--- config.mk ---
export PLATFORM = sky130hd
export DESIGN_NAME = axi_write_demux
export DESIGN_NICKNAME = d
export VERILOG_FILES = /design/src/demux_pkg.sv /design/src/burst_track_if.sv /design/src/aw_dispatch_fsm.sv /design/src/w_burst_tracker.sv /design/src/w_beat_router.sv /design/src/b_resp_arbiter.sv /design/src/axi_write_demux.sv
export VERILOG_INCLUDE_DIRS = /design/src
export SDC_FILE = /design/constraint.sdc
export NUM_CORES = 1
export LEC_CHECK = 0
export ABC_CLOCK_PERIOD_IN_PS = 6100
export BUFFER_PORTS_ARGS = -buffer_cell sky130_fd_sc_hd__buf_4
export CORE_ASPECT_RATIO = 0.5
export CORE_MARGIN = 2
export CORE_UTILIZATION = 38
export DETAILED_ROUTE_END_ITERATION = 8
export GPL_TIMING_DRIVEN = 0
export PLACE_DENSITY = 0.88
export RECOVER_POWER = 25
export SYNTH_ARGS = -nofsm -noshare
export SYNTH_HDL_FRONTEND = slang
export SYNTH_SLANG_ARGS = --single-unit
--- constraint.sdc ---
create_clock -name clk_i -period 6.1 [get_ports clk_i]
set_input_delay 0.305 -clock clk_i [delete_from_list [all_inputs] [get_ports clk_i]]
set_output_delay 0.305 -clock clk_i [all_outputs]
set_load 0.01 [all_outputs]
--- src/demux_settings.svh ---
// build-time sizes of the AXI write demux, included by the package and by RTL that needs them
`ifndef DEMUX_SETTINGS_SVH
`define DEMUX_SETTINGS_SVH

// number of master ports and the width of a port index
`define DEMUX_NUM_PORTS 4
`define DEMUX_SEL_W     2

// AXI field widths
`define DEMUX_ID_W      4
`define DEMUX_ADDR_W    32
`define DEMUX_DATA_W    32

// open W burst counter, saturates at all ones (7 bursts)
`define DEMUX_OPEN_W    3

`endif

--- src/demux_pkg.sv ---
// shared types of the AXI write demux, compiled before every RTL file that names them
`include "demux_settings.svh"

package demux_pkg;

  // ----------------------------------------------------------------------
  // vector types
  // ----------------------------------------------------------------------
  // index of a master port
  typedef logic [`DEMUX_SEL_W-1:0]  port_sel_t;
  // AXI transaction id
  typedef logic [`DEMUX_ID_W-1:0]   axi_id_t;
  // write address
  typedef logic [`DEMUX_ADDR_W-1:0] addr_t;
  // one W data beat
  typedef logic [`DEMUX_DATA_W-1:0] data_t;
  // B response code (OKAY, EXOKAY, SLVERR, DECERR)
  typedef logic [1:0]               resp_t;
  // number of AW bursts whose W data is not done yet
  typedef logic [`DEMUX_OPEN_W-1:0] open_cnt_t;

  // ----------------------------------------------------------------------
  // AW dispatch states
  // ----------------------------------------------------------------------
  // idle: free to decide, locked: valid raised and waiting for ready
  typedef enum logic {
    AW_IDLE   = 1'b0,
    AW_LOCKED = 1'b1
  } aw_state_e;

endpackage

--- src/burst_track_if.sv ---
// handshake bundle joining the AW dispatch FSM, the open-burst counter and the W beat router
`timescale 1ns/1ps

interface burst_track_if;

  // new burst issued on the AW side, with its port
  logic                 push;
  demux_pkg::port_sel_t push_sel;
  // last W beat of a burst accepted
  logic                 pop;
  // where W beats go right now
  demux_pkg::port_sel_t route_sel;
  logic                 route_valid;
  // counter status seen by the FSM
  logic                 full;
  logic                 idle;

  modport fsm     (output push, output push_sel, input route_sel, input full, input idle);
  modport tracker (input push, input push_sel, input pop,
                   output route_sel, output route_valid, output full, output idle);
  modport router  (input route_sel, input route_valid, output pop);

endinterface

--- src/aw_dispatch_fsm.sv ---
// AW dispatch FSM: issues each write request to its master port once W ordering and space allow
`timescale 1ns/1ps
`include "demux_settings.svh"

module aw_dispatch_fsm (
  input  logic                        clk_i,
  input  logic                        rst_n_i,
  input  logic                        s_aw_valid_i,
  input  demux_pkg::port_sel_t        s_aw_sel_i,
  output logic                        s_aw_ready_o,
  input  logic [`DEMUX_NUM_PORTS-1:0] m_aw_ready_i,
  output logic [`DEMUX_NUM_PORTS-1:0] m_aw_valid_o,
  burst_track_if.fsm                  trk
);

  demux_pkg::aw_state_e state_q, state_d;
  demux_pkg::port_sel_t sel_q;
  demux_pkg::port_sel_t aw_sel;
  logic                 aw_valid;
  logic                 can_issue;

  // the counter records the port of the request under decision
  assign trk.push_sel = s_aw_sel_i;

  // room for another burst, and W data would not have to switch ports
  assign can_issue = !trk.full && (trk.idle || (trk.route_sel == s_aw_sel_i));

  // once locked, route by the captured select
  assign aw_sel = (state_q == demux_pkg::AW_LOCKED) ? sel_q : s_aw_sel_i;

  // ----------------------------------------------------------------------
  // next state and handshake
  // ----------------------------------------------------------------------
  always_comb begin
    state_d      = state_q;
    aw_valid     = 1'b0;
    s_aw_ready_o = 1'b0;
    trk.push     = 1'b0;
    case (state_q)
      demux_pkg::AW_IDLE: begin
        if (s_aw_valid_i && can_issue) begin
          aw_valid = 1'b1;
          // push on first issue only, the W data may start right away
          trk.push = 1'b1;
          if (m_aw_ready_i[aw_sel]) begin
            s_aw_ready_o = 1'b1;
          end else begin
            // valid is up now, it must stay up until ready
            state_d = demux_pkg::AW_LOCKED;
          end
        end
      end
      demux_pkg::AW_LOCKED: begin
        aw_valid = 1'b1;
        if (m_aw_ready_i[aw_sel]) begin
          s_aw_ready_o = 1'b1;
          state_d      = demux_pkg::AW_IDLE;
        end
      end
      default: state_d = demux_pkg::AW_IDLE;
    endcase
  end

  // one-hot valid towards the selected master
  always_comb begin
    m_aw_valid_o         = '0;
    m_aw_valid_o[aw_sel] = aw_valid;
  end

  always_ff @(posedge clk_i or negedge rst_n_i) begin
    if (!rst_n_i) begin
      state_q <= demux_pkg::AW_IDLE;
    end else begin
      state_q <= state_d;
    end
  end

  // capture the port when a request has to wait
  always_ff @(posedge clk_i) begin
    if ((state_q == demux_pkg::AW_IDLE) && (state_d == demux_pkg::AW_LOCKED)) begin
      sel_q <= s_aw_sel_i;
    end
  end

endmodule

--- src/w_burst_tracker.sv ---
// open W burst counter: counts issued AW bursts not yet closed by a last beat and steers W data
`timescale 1ns/1ps

module w_burst_tracker (
  input  logic          clk_i,
  input  logic          rst_n_i,
  burst_track_if.tracker trk
);

  demux_pkg::open_cnt_t cnt_q;
  demux_pkg::port_sel_t sel_q;

  // ----------------------------------------------------------------------
  // burst count
  // ----------------------------------------------------------------------
  // push and pop together leave the count as it is
  always_ff @(posedge clk_i or negedge rst_n_i) begin
    if (!rst_n_i) begin
      cnt_q <= '0;
    end else if (trk.push && !trk.pop) begin
      cnt_q <= cnt_q + demux_pkg::open_cnt_t'(1);
    end else if (!trk.push && trk.pop) begin
      cnt_q <= cnt_q - demux_pkg::open_cnt_t'(1);
    end
  end

  // all open bursts share one port, so one register is enough
  always_ff @(posedge clk_i) begin
    if (trk.push) begin
      sel_q <= trk.push_sel;
    end
  end

  // ----------------------------------------------------------------------
  // status and routing
  // ----------------------------------------------------------------------
  assign trk.idle = (cnt_q == '0);
  // all ones means no room left
  assign trk.full = &cnt_q;

  // with nothing open, route straight from the request being pushed
  assign trk.route_sel   = trk.idle ? trk.push_sel : sel_q;
  assign trk.route_valid = trk.push | !trk.idle;

endmodule

--- src/w_beat_router.sv ---
// W beat router: connects the slave W handshake to the current target port and flags burst ends
`timescale 1ns/1ps
`include "demux_settings.svh"

module w_beat_router (
  input  logic                        s_w_valid_i,
  input  logic                        s_w_last_i,
  output logic                        s_w_ready_o,
  input  logic [`DEMUX_NUM_PORTS-1:0] m_w_ready_i,
  output logic [`DEMUX_NUM_PORTS-1:0] m_w_valid_o,
  burst_track_if.router               trk
);

  // ----------------------------------------------------------------------
  // handshake steering
  // ----------------------------------------------------------------------
  // no known target means the beat waits at the slave side
  always_comb begin
    m_w_valid_o = '0;
    if (trk.route_valid) begin
      m_w_valid_o[trk.route_sel] = s_w_valid_i;
    end
  end

  // ready comes back only from the port being routed to
  assign s_w_ready_o = trk.route_valid & m_w_ready_i[trk.route_sel];

  // burst closes on the accepted last beat
  assign trk.pop = s_w_valid_i & s_w_ready_o & s_w_last_i;

endmodule

--- src/b_resp_arbiter.sv ---
// B response arbiter of the write demux top that merges master responses round-robin and holds the grant while the slave stalls
`timescale 1ns/1ps
`include "demux_settings.svh"

module b_resp_arbiter (
  input  logic                                          clk_i,
  input  logic                                          rst_n_i,
  input  logic                     [`DEMUX_NUM_PORTS-1:0] m_b_valid_i,
  input  demux_pkg::axi_id_t       [`DEMUX_NUM_PORTS-1:0] m_b_id_i,
  input  demux_pkg::resp_t         [`DEMUX_NUM_PORTS-1:0] m_b_resp_i,
  output logic                     [`DEMUX_NUM_PORTS-1:0] m_b_ready_o,
  output logic                                          s_b_valid_o,
  output demux_pkg::axi_id_t                            s_b_id_o,
  output demux_pkg::resp_t                              s_b_resp_o,
  input  logic                                          s_b_ready_i
);

  demux_pkg::port_sel_t ptr_q;
  demux_pkg::port_sel_t next_ptr;
  demux_pkg::port_sel_t rr_idx;
  demux_pkg::port_sel_t gnt_idx;
  demux_pkg::port_sel_t lock_idx_q;
  logic                 lock_q;

  // ----------------------------------------------------------------------
  // round-robin search
  // ----------------------------------------------------------------------
  // first valid port at or after the pointer
  always_comb begin : rr_search
    int unsigned idx;
    logic        found;
    rr_idx = ptr_q;
    found  = 1'b0;
    for (int unsigned k = 0; k < `DEMUX_NUM_PORTS; k++) begin
      idx = (int'(ptr_q) + k) % `DEMUX_NUM_PORTS;
      if (!found && m_b_valid_i[idx]) begin
        found  = 1'b1;
        rr_idx = demux_pkg::port_sel_t'(idx);
      end
    end
  end

  // a stalled response keeps its grant
  assign gnt_idx = lock_q ? lock_idx_q : rr_idx;

  assign s_b_valid_o = m_b_valid_i[gnt_idx];
  assign s_b_id_o    = m_b_id_i[gnt_idx];
  assign s_b_resp_o  = m_b_resp_i[gnt_idx];

  always_comb begin
    m_b_ready_o          = '0;
    m_b_ready_o[gnt_idx] = s_b_valid_o & s_b_ready_i;
  end

  // port after the winner gets top priority next
  assign next_ptr = (int'(gnt_idx) == `DEMUX_NUM_PORTS - 1) ? '0 :
                    gnt_idx + demux_pkg::port_sel_t'(1);

  // ----------------------------------------------------------------------
  // pointer and lock-in
  // ----------------------------------------------------------------------
  always_ff @(posedge clk_i or negedge rst_n_i) begin
    if (!rst_n_i) begin
      ptr_q  <= '0;
      lock_q <= 1'b0;
    end else if (s_b_valid_o && s_b_ready_i) begin
      ptr_q  <= next_ptr;
      lock_q <= 1'b0;
    end else if (s_b_valid_o) begin
      lock_q <= 1'b1;
    end
  end

  // remember which port won when the slave first stalls
  always_ff @(posedge clk_i) begin
    if (s_b_valid_o && !s_b_ready_i && !lock_q) begin
      lock_idx_q <= gnt_idx;
    end
  end

endmodule

--- src/axi_write_demux.sv ---
// AXI4 write demux top: one write slave port routed to DEMUX_NUM_PORTS write master ports
`timescale 1ns/1ps
`include "demux_settings.svh"

module axi_write_demux (
  input  logic                                    clk_i,
  input  logic                                    rst_n_i,
  // slave AW
  input  logic                                    s_aw_valid_i,
  output logic                                    s_aw_ready_o,
  input  demux_pkg::addr_t                        s_aw_addr_i,
  input  demux_pkg::axi_id_t                      s_aw_id_i,
  input  demux_pkg::port_sel_t                    s_aw_sel_i,
  // slave W
  input  logic                                    s_w_valid_i,
  output logic                                    s_w_ready_o,
  input  demux_pkg::data_t                        s_w_data_i,
  input  logic                                    s_w_last_i,
  // slave B
  output logic                                    s_b_valid_o,
  input  logic                                    s_b_ready_i,
  output demux_pkg::axi_id_t                      s_b_id_o,
  output demux_pkg::resp_t                        s_b_resp_o,
  // master AW
  output logic               [`DEMUX_NUM_PORTS-1:0] m_aw_valid_o,
  input  logic               [`DEMUX_NUM_PORTS-1:0] m_aw_ready_i,
  output demux_pkg::addr_t                        m_aw_addr_o,
  output demux_pkg::axi_id_t                      m_aw_id_o,
  // master W
  output logic               [`DEMUX_NUM_PORTS-1:0] m_w_valid_o,
  input  logic               [`DEMUX_NUM_PORTS-1:0] m_w_ready_i,
  output demux_pkg::data_t                        m_w_data_o,
  output logic                                    m_w_last_o,
  // master B
  input  logic               [`DEMUX_NUM_PORTS-1:0] m_b_valid_i,
  output logic               [`DEMUX_NUM_PORTS-1:0] m_b_ready_o,
  input  demux_pkg::axi_id_t [`DEMUX_NUM_PORTS-1:0] m_b_id_i,
  input  demux_pkg::resp_t   [`DEMUX_NUM_PORTS-1:0] m_b_resp_i
);

  // ties AW decisions to W routing
  burst_track_if track_bus ();

  // ----------------------------------------------------------------------
  // shared payload, only the valids are per port
  // ----------------------------------------------------------------------
  assign m_aw_addr_o = s_aw_addr_i;
  assign m_aw_id_o   = s_aw_id_i;
  assign m_w_data_o  = s_w_data_i;
  assign m_w_last_o  = s_w_last_i;

  aw_dispatch_fsm aw_dispatch_fsm_inst (
    .clk_i        (clk_i),
    .rst_n_i      (rst_n_i),
    .s_aw_valid_i (s_aw_valid_i),
    .s_aw_sel_i   (s_aw_sel_i),
    .s_aw_ready_o (s_aw_ready_o),
    .m_aw_ready_i (m_aw_ready_i),
    .m_aw_valid_o (m_aw_valid_o),
    .trk          (track_bus.fsm)
  );

  w_burst_tracker w_burst_tracker_inst (
    .clk_i   (clk_i),
    .rst_n_i (rst_n_i),
    .trk     (track_bus.tracker)
  );

  w_beat_router w_beat_router_inst (
    .s_w_valid_i (s_w_valid_i),
    .s_w_last_i  (s_w_last_i),
    .s_w_ready_o (s_w_ready_o),
    .m_w_ready_i (m_w_ready_i),
    .m_w_valid_o (m_w_valid_o),
    .trk         (track_bus.router)
  );

  // B responses are not tied to AW order
  b_resp_arbiter b_resp_arbiter_inst (
    .clk_i       (clk_i),
    .rst_n_i     (rst_n_i),
    .m_b_valid_i (m_b_valid_i),
    .m_b_id_i    (m_b_id_i),
    .m_b_resp_i  (m_b_resp_i),
    .m_b_ready_o (m_b_ready_o),
    .s_b_valid_o (s_b_valid_o),
    .s_b_id_o    (s_b_id_o),
    .s_b_resp_o  (s_b_resp_o),
    .s_b_ready_i (s_b_ready_i)
  );

endmodule

======== Word level (Yosys, flattened, before mapping) ========
Cells that the tools add are included.
operators by class
  bitwise logic cells ..................... 9
  reductions and logical operators ........ 28
  muxes and demuxes ....................... 48
  equality and inequality tests ........... 2
  $lt $le $gt $ge ......................... 10
  $add $sub $neg .......................... 6
operator list
  kind                   number
  $lt A2 B3 Y1 const B   7
  $mux W1                21
  $mux W2                8
  $bmux W1 S2            7
  $logic_and A1 B1 Y1    14
  $and A4 B4 Y4          3
  $logic_not A1 Y1       9
  $bmux W4 S2            1
  $mux W4                2
  $demux W1 S2           3
  $ge A2 B1 Y1 const B   3
  $mux W3                2
  $pmux W1 S2            3
  $add A2 B1 Y2 const B  2
  $add A2 B2 Y2 const B  2
  $and A1 B1 Y1          4
  $bmux W2 S2            1
  $reduce_bool A2 Y1     2
  $add A3 B1 Y3 const B  1
  $logic_not A3 Y1       1
  $reduce_and A3 Y1      1
  $sub A3 B1 Y3 const B  1
  $eq A2 B1 Y1 const B   1
  $eq A2 B2 Y1           1
  3 further kinds        3
storage, ports and cells
  output and inout bits ................... 90
  input bits .............................. 112
  register bits ........................... 13
  logic and storage cells ................. 110

======== Depth between registers and ports, before layout ========
  depth after elaboration ................. 18
  gate-level depth with buffers ........... 12
  depth with buffers taken out ............ 12

======== Hierarchy ========
A second synthesis with hierarchy kept.
second synthesis, totals
  cell total of the unflattened synthesis .. 192
  area, all modules ....................... 1,770.4 um2
modules (own cells, without submodules)
  module           area an instance (um2)  instances  sequential area each (um2)  cells each
  b_resp_arbiter   660.6                   1          135.1                       68
  axi_write_demux  518.0                   1          0.0                         69
  w_burst_tracker  275.3                   1          135.1                       19
  aw_dispatch_fsm  247.7                   1          85.1                        26
  w_beat_router    68.8                    1          0.0                         10

======== Least setup slack after synthesis ========
OpenSTA, ideal clock, no wires.
  path type ............................... register to register
  from .................................... register w_burst_tracker_inst.cnt_q[0]
  to ...................................... register w_burst_tracker_inst.cnt_q[2]
  stages on the path, launching flop included .. 12
  required time ........................... 6.021 ns
  setup slack ............................. 3.321 ns
  setup time .............................. 0.079 ns
  clock period less this slack ............ 2.779 ns
  path buffers ............................ 0
  arrival ................................. 2.700 ns
  cell sequence ........................... dfrtp_1 nor3_2 mux2i_1 mux2_2 o21ai_0 or3_1 ha_1 inv_1 fa_1 xor2_1 nor2_1 xor2_1
between the ends
  word-level cells in the longest chain between the ends .. 15
RTL lines
  what                                           line                   text
  from (decl)                                    w_burst_tracker.sv:10  demux_pkg::open_cnt_t cnt_q;
  from (signal assigned)                         w_burst_tracker.sv:21  cnt_q <= cnt_q + demux_pkg::open_cnt_t'(1);
  from (signal assigned)                         w_burst_tracker.sv:23  cnt_q <= cnt_q - demux_pkg::open_cnt_t'(1);
  $logic_not A3 Y1                               w_burst_tracker.sv:37  assign trk.idle = (cnt_q == '0);
  $mux W2                                        w_burst_tracker.sv:42  assign trk.route_sel = trk.idle ? trk.push_sel : sel_q;
  $eq A2 B2 Y1                                   aw_dispatch_fsm.sv:26  assign can_issue = !trk.full && (trk.idle || (trk.route_sel == s_aw_sel_i));
  $logic_or A1 B1 Y1                             aw_dispatch_fsm.sv:26
  $logic_and A1 B1 Y1                            aw_dispatch_fsm.sv:26
  $logic_and A1 B1 Y1                            aw_dispatch_fsm.sv:41  if (s_aw_valid_i && can_issue) begin
  $mux W1                                        aw_dispatch_fsm.sv:41
  $mux W1                                        aw_dispatch_fsm.sv:39  case (state_q)
  $or A1 B1 Y1                                   w_burst_tracker.sv:43  assign trk.route_valid = trk.push | !trk.idle;
  $and A1 B1 Y1                                  w_beat_router.sv:26    assign s_w_ready_o = trk.route_valid & m_w_ready_i[trk.route_sel];
  $and A1 B1 Y1 (2 in a row)                     w_beat_router.sv:29    assign trk.pop = s_w_valid_i & s_w_ready_o & s_w_last_i;
  $logic_not A1 Y1                               w_burst_tracker.sv:20  end else if (trk.push && !trk.pop) begin
  $logic_and A1 B1 Y1                            w_burst_tracker.sv:20
  $mux W3 or $reduce_bool A2 Y1 (tied branches)  -
Parallel ways exist; a longest one is shown, timed or not. The select of a mux whose other input is x is not followed.
A chain may end at the register's enable or synchronous reset.

======== Worst setup path after layout ========
Ends and elaborated chain as after synthesis.

==> impl.org <==
** Outcome
- Outcome :: finished clean

** STA
- Of the available clock period, the critical path in the final layout requires 0.504.
- Slew headroom :: 0.665
- Setup Total Neg Slack :: 0 ns
- Setup repair after global routing left no endpoint under its margin.
- The clock period could shrink to 3.08 ns.
- The final max-slew violation count came to 0.
- Across the routed clock network, the largest skew measured is 0.000599 ns.
- The number of endpoints with negative hold slack in the final report was 0.
- For the pin with the worst max-slew slack, the measured transition is 0.501 ns.
- Maximum clock frequency :: 325 MHz
- Setup violations remaining at the end of the flow were counted as 0.

** Drt
- In the routed layout, each cell is associated on average with a via count of 4.43.
- The routed design has 5.14 mm of wire.
- In this run, the number of DRC markers left after iteration 0 of detailed routing was 36.
- Total via count after detailed routing :: 1849
- The detail route stage leaves a number of antenna-violating nets equal to 0.
- Wire length per cell :: 12.3 um
- First-pass DRT Iterations :: 4
- # DRC :: 0

** Power
- Internal power :: 0.000521 W
- PD cells :: 320 nW/um2
- Of the total power, the share spent switching nets is 0.434.
- The share of total power dissipated in sequential elements is 0.175.
- Across the VDD grid, the largest voltage drop is 0.000210 V.
- In this run the static leakage power is 1.45 nW.
- In this run the power spent charging and discharging nets is 0.000400 W.
- Combinational Power Share :: 0.743
- Clk pwr share :: 0.082

** Global routing
- Global router's overall resource usage :: 0.171
- Number of global-route vias before repair :: 1725
- Entering global routing, the biggest net connects 13 pins.
- Initial antenna violation count :: 0
- Wire length of the first global-routing pass :: 7.35 mm
- After global routing the overflow that remains totals 0.

** Synthesis
- Each instance of the synthesized netlist takes up on average 8.56 um2.
- Post-synthesis cell area :: 1820 um2
- Synthesis produced a netlist with a net count of 331.
- The most used flip-flop cell after synthesis is sky130_fd_sc_hd__dfrtp_1.
- Number of distinct library cells after synthesis :: 43
- Of all flip-flops after synthesis, the portion carrying an async set or reset was 0.538.
- Flip-flop and latch count after synthesis :: 13
- Yosys mapped a number of flops with a built-in enable equal to 6.
- Number of warning messages in the yosys log :: 0
- Cell count after synthesis :: 213
- Of the synthesized area, sequential elements account for 0.195.

** Clocking
- The clock passes through at most 2 buffers.
- CTS tree :: done
- H-tree Lvls :: 1
- Worst-Skew Late Latency :: 0.24 ns
- CTS buffer count :: 3
- Clk sink count :: 13
- The tree is rooted in a sky130_fd_sc_hd__clkbuf_8.
- Clock slew at the register clock pins of the worst setup and hold paths :: 0.05 ns

** Placement
- Port Buf Inserts :: 133
- Detail Placement HPWL :: 4.48 mm
- Once placement finished, the instance area stood at 2900 um2.
- At the end of routability-driven placement, the weighted congestion stood at 0.807.

** Cells and area
- After routing the design area is 2880 um2.
- Ant diodes :: 0
- Fraction of final layout cells with drive strength greater than 1 :: 0.584
- Net count reported at finish :: 470
- After filler insertion, the fill cell instance count of the layout stands at 401.
- Compared with the post-synthesis result, the final layout area differs by 58.0%.

** Worst setup path
- Worst setup path class :: flip-flop to flip-flop
- Of all nets on the critical path, the largest fanout is 5.
- STA puts the critical path data arrival time at 3.24 ns.
- Required time of the critical path :: 6.26 ns
- Crit path launch type :: flip-flop
- Capturing element type of the critical path :: flip-flop

** Die
- The initial utilization of the core area, before any placement, comes to 0.404.
- Core region area :: 4510 um2
- The die is 53.0 um tall.
- In this run the count of I/O pins placed on the die edge is 202.
- X dimension of the die :: 102 um
- Die footprint :: 5400 um2
- Std-Cell Rows :: 17

** Run
- Max-cap violations :: 0

** Min path
- Class of the tightest hold or removal check :: primary input to flip-flop
routing by layer:
| layer | share of wire | wire [um] | vias to the layer above | track usage |
|---|---|---|---|---|
| li1 | - | - | 933 | - |
| met1 | 0.34 | 1770 | 821 | 0.180 |
| met2 | 0.57 | 2920 | 93 | 0.357 |
| met3 | 0.084 | 434 | 2 | 0.0330 |
| met4 | 0.0037 | 19 | 0 | 0.0311 |
| met5 | 0 | 0 | - | 0 |
worst paths after layout:
kind | endpoint | start | slack (ns) | depth (start not counted)
worst max-delay path | w_burst_tracker_inst.cnt_q[2]$_DFFE_PN0P_ | w_burst_tracker_inst.cnt_q[0]$_DFFE_PN0P_ | 3.02 | 11
worst min-delay path | b_resp_arbiter_inst.lock_q$_DFFE_PN0P_ | s_b_ready_i | 0.29 | 2
worst max register to register | w_burst_tracker_inst.cnt_q[2]$_DFFE_PN0P_ | w_burst_tracker_inst.cnt_q[0]$_DFFE_PN0P_ | 3.02 | 11
worst min register to register | w_burst_tracker_inst.cnt_q[2]$_DFFE_PN0P_ | w_burst_tracker_inst.cnt_q[2]$_DFFE_PN0P_ | 0.53 | 1
max in group asynchronous | aw_dispatch_fsm_inst.state_q$_DFF_PN0_ | rst_n_i | 5.33 | 2
min in group asynchronous | w_burst_tracker_inst.cnt_q[1]$_DFFE_PN0P_ | rst_n_i | 0.50 | 2
sequential cells by signal, indices dropped and copies added (netlist names):
register and flops:
aw_dispatch_fsm_inst.sel_q 2, aw_dispatch_fsm_inst.state_q 1, b_resp_arbiter_inst.lock_idx_q 2, b_resp_arbiter_inst.lock_q 1
b_resp_arbiter_inst.ptr_q 2, w_burst_tracker_inst.cnt_q 3, w_burst_tracker_inst.sel_q 2
worst max-delay path, stage by stage (launching register included):
cell	delay (ns)
sky130_fd_sc_hd__dfrtp_1	0.44
sky130_fd_sc_hd__nor3_2	0.31
sky130_fd_sc_hd__mux2i_1	0.46
sky130_fd_sc_hd__mux2_2	0.38
sky130_fd_sc_hd__o21ai_0	0.21
sky130_fd_sc_hd__or3_1	0.17
sky130_fd_sc_hd__ha_1	0.19
sky130_fd_sc_hd__inv_1	0.07
sky130_fd_sc_hd__fa_1	0.38
sky130_fd_sc_hd__xor2_1	0.15
sky130_fd_sc_hd__nor2_1	0.11
sky130_fd_sc_hd__xor2_1	0.15
through the flow:
step / std cells / setup WS, ns / utilization / power (W) / hold WS [ns]
floorplan: 213 / 3.32 / - / 0.000617 / 0.00941
global placement: 412 / 3.11 / 0.644 / 0.000834 / 0.124
detailed placement: 412 / 3.05 / 0.644 / 0.000856 / 0.126
CTS: 417 / 3.02 / 0.656 / 0.000938 / 0.282
global route: 417 / 2.80 / 0.639 / 0.00100 / 0.299
finish: 417 / 3.02 / 0.639 / 0.000921 / 0.289
cell type report:
| class | count | area [um2] | share of cell area |
|---|---|---|---|
| timing repair buffer | 134 | 930 | 0.323 |
| multi-input combinational | 118 | 886 | 0.308 |
| buffer | 74 | 547 | 0.190 |
| sequential | 13 | 355 | 0.123 |
| tap | 66 | 82.6 | 0.0287 |
| clock buffer | 4 | 45.0 | 0.0156 |
| inverter | 8 | 35.0 | 0.0122 |
placed cells by master, fill, tap and decap left out, types with 8 or more instances in the layout:
cell type and n:
sky130_fd_sc_hd__a211oi_1 8, sky130_fd_sc_hd__a21oi_1 13, sky130_fd_sc_hd__buf_4 181, sky130_fd_sc_hd__clkbuf_1 24, sky130_fd_sc_hd__mux2i_1 15, sky130_fd_sc_hd__nand2_1 8
sky130_fd_sc_hd__nor2_1 10, sky130_fd_sc_hd__nor2b_1 8
synth_stat cells, drive strengths merged, types with 3 or more instances:
library cell | n | area, um2
buf | 72 | 539
mux2i | 15 | 150
a21oi | 14 | 73.8
and2 | 10 | 66.3
nand2 | 10 | 42.5
nor2 | 10 | 37.5
a211oi | 8 | 60.1
inv | 8 | 35.0
nor2b | 8 | 50.1
dfrtp | 7 | 175
edfxtp | 6 | 180
ha | 5 | 62.6
mux2 | 5 | 63.8
o21ai | 5 | 25.0
nor3 | 4 | 25.0
nand3 | 3 | 15.0
xnor2 | 3 | 26.3
power groups by stage:
stage / combinational [W] / sequential (W) / clock [W]
after CTS: 0.000698 / 0.000161 / 0.0000789
after global routing: 0.000755 / 0.000165 / 0.0000838
after floorplan: 0.000463 / 0.000154 / 0
final: 0.000684 / 0.000161 / 0.0000757
after global placement: 0.000675 / 0.000159 / 0
after detailed placement: 0.000694 / 0.000162 / 0
cell families after synthesis:
group,synth area share
buffers and inverters,0.319
and+or+nand+nor,0.167
AOI/OAI and AO/OA,0.132
muxes,0.117
DFF,0.195
adders and majority gates,0.0453
xor gates and xnor gates,0.0240
timing repair:
| action | 4_1_cts | 5_1_grt |
|---|---|---|
| buffers inserted | 0 | 0 |
| hold buffers | 1 | 0 |
| resized for setup | 0 | 0 |
| endpoints found under the hold margin | 7 | 0 |
No activity file was read; power rests on OpenSTA's default activity.
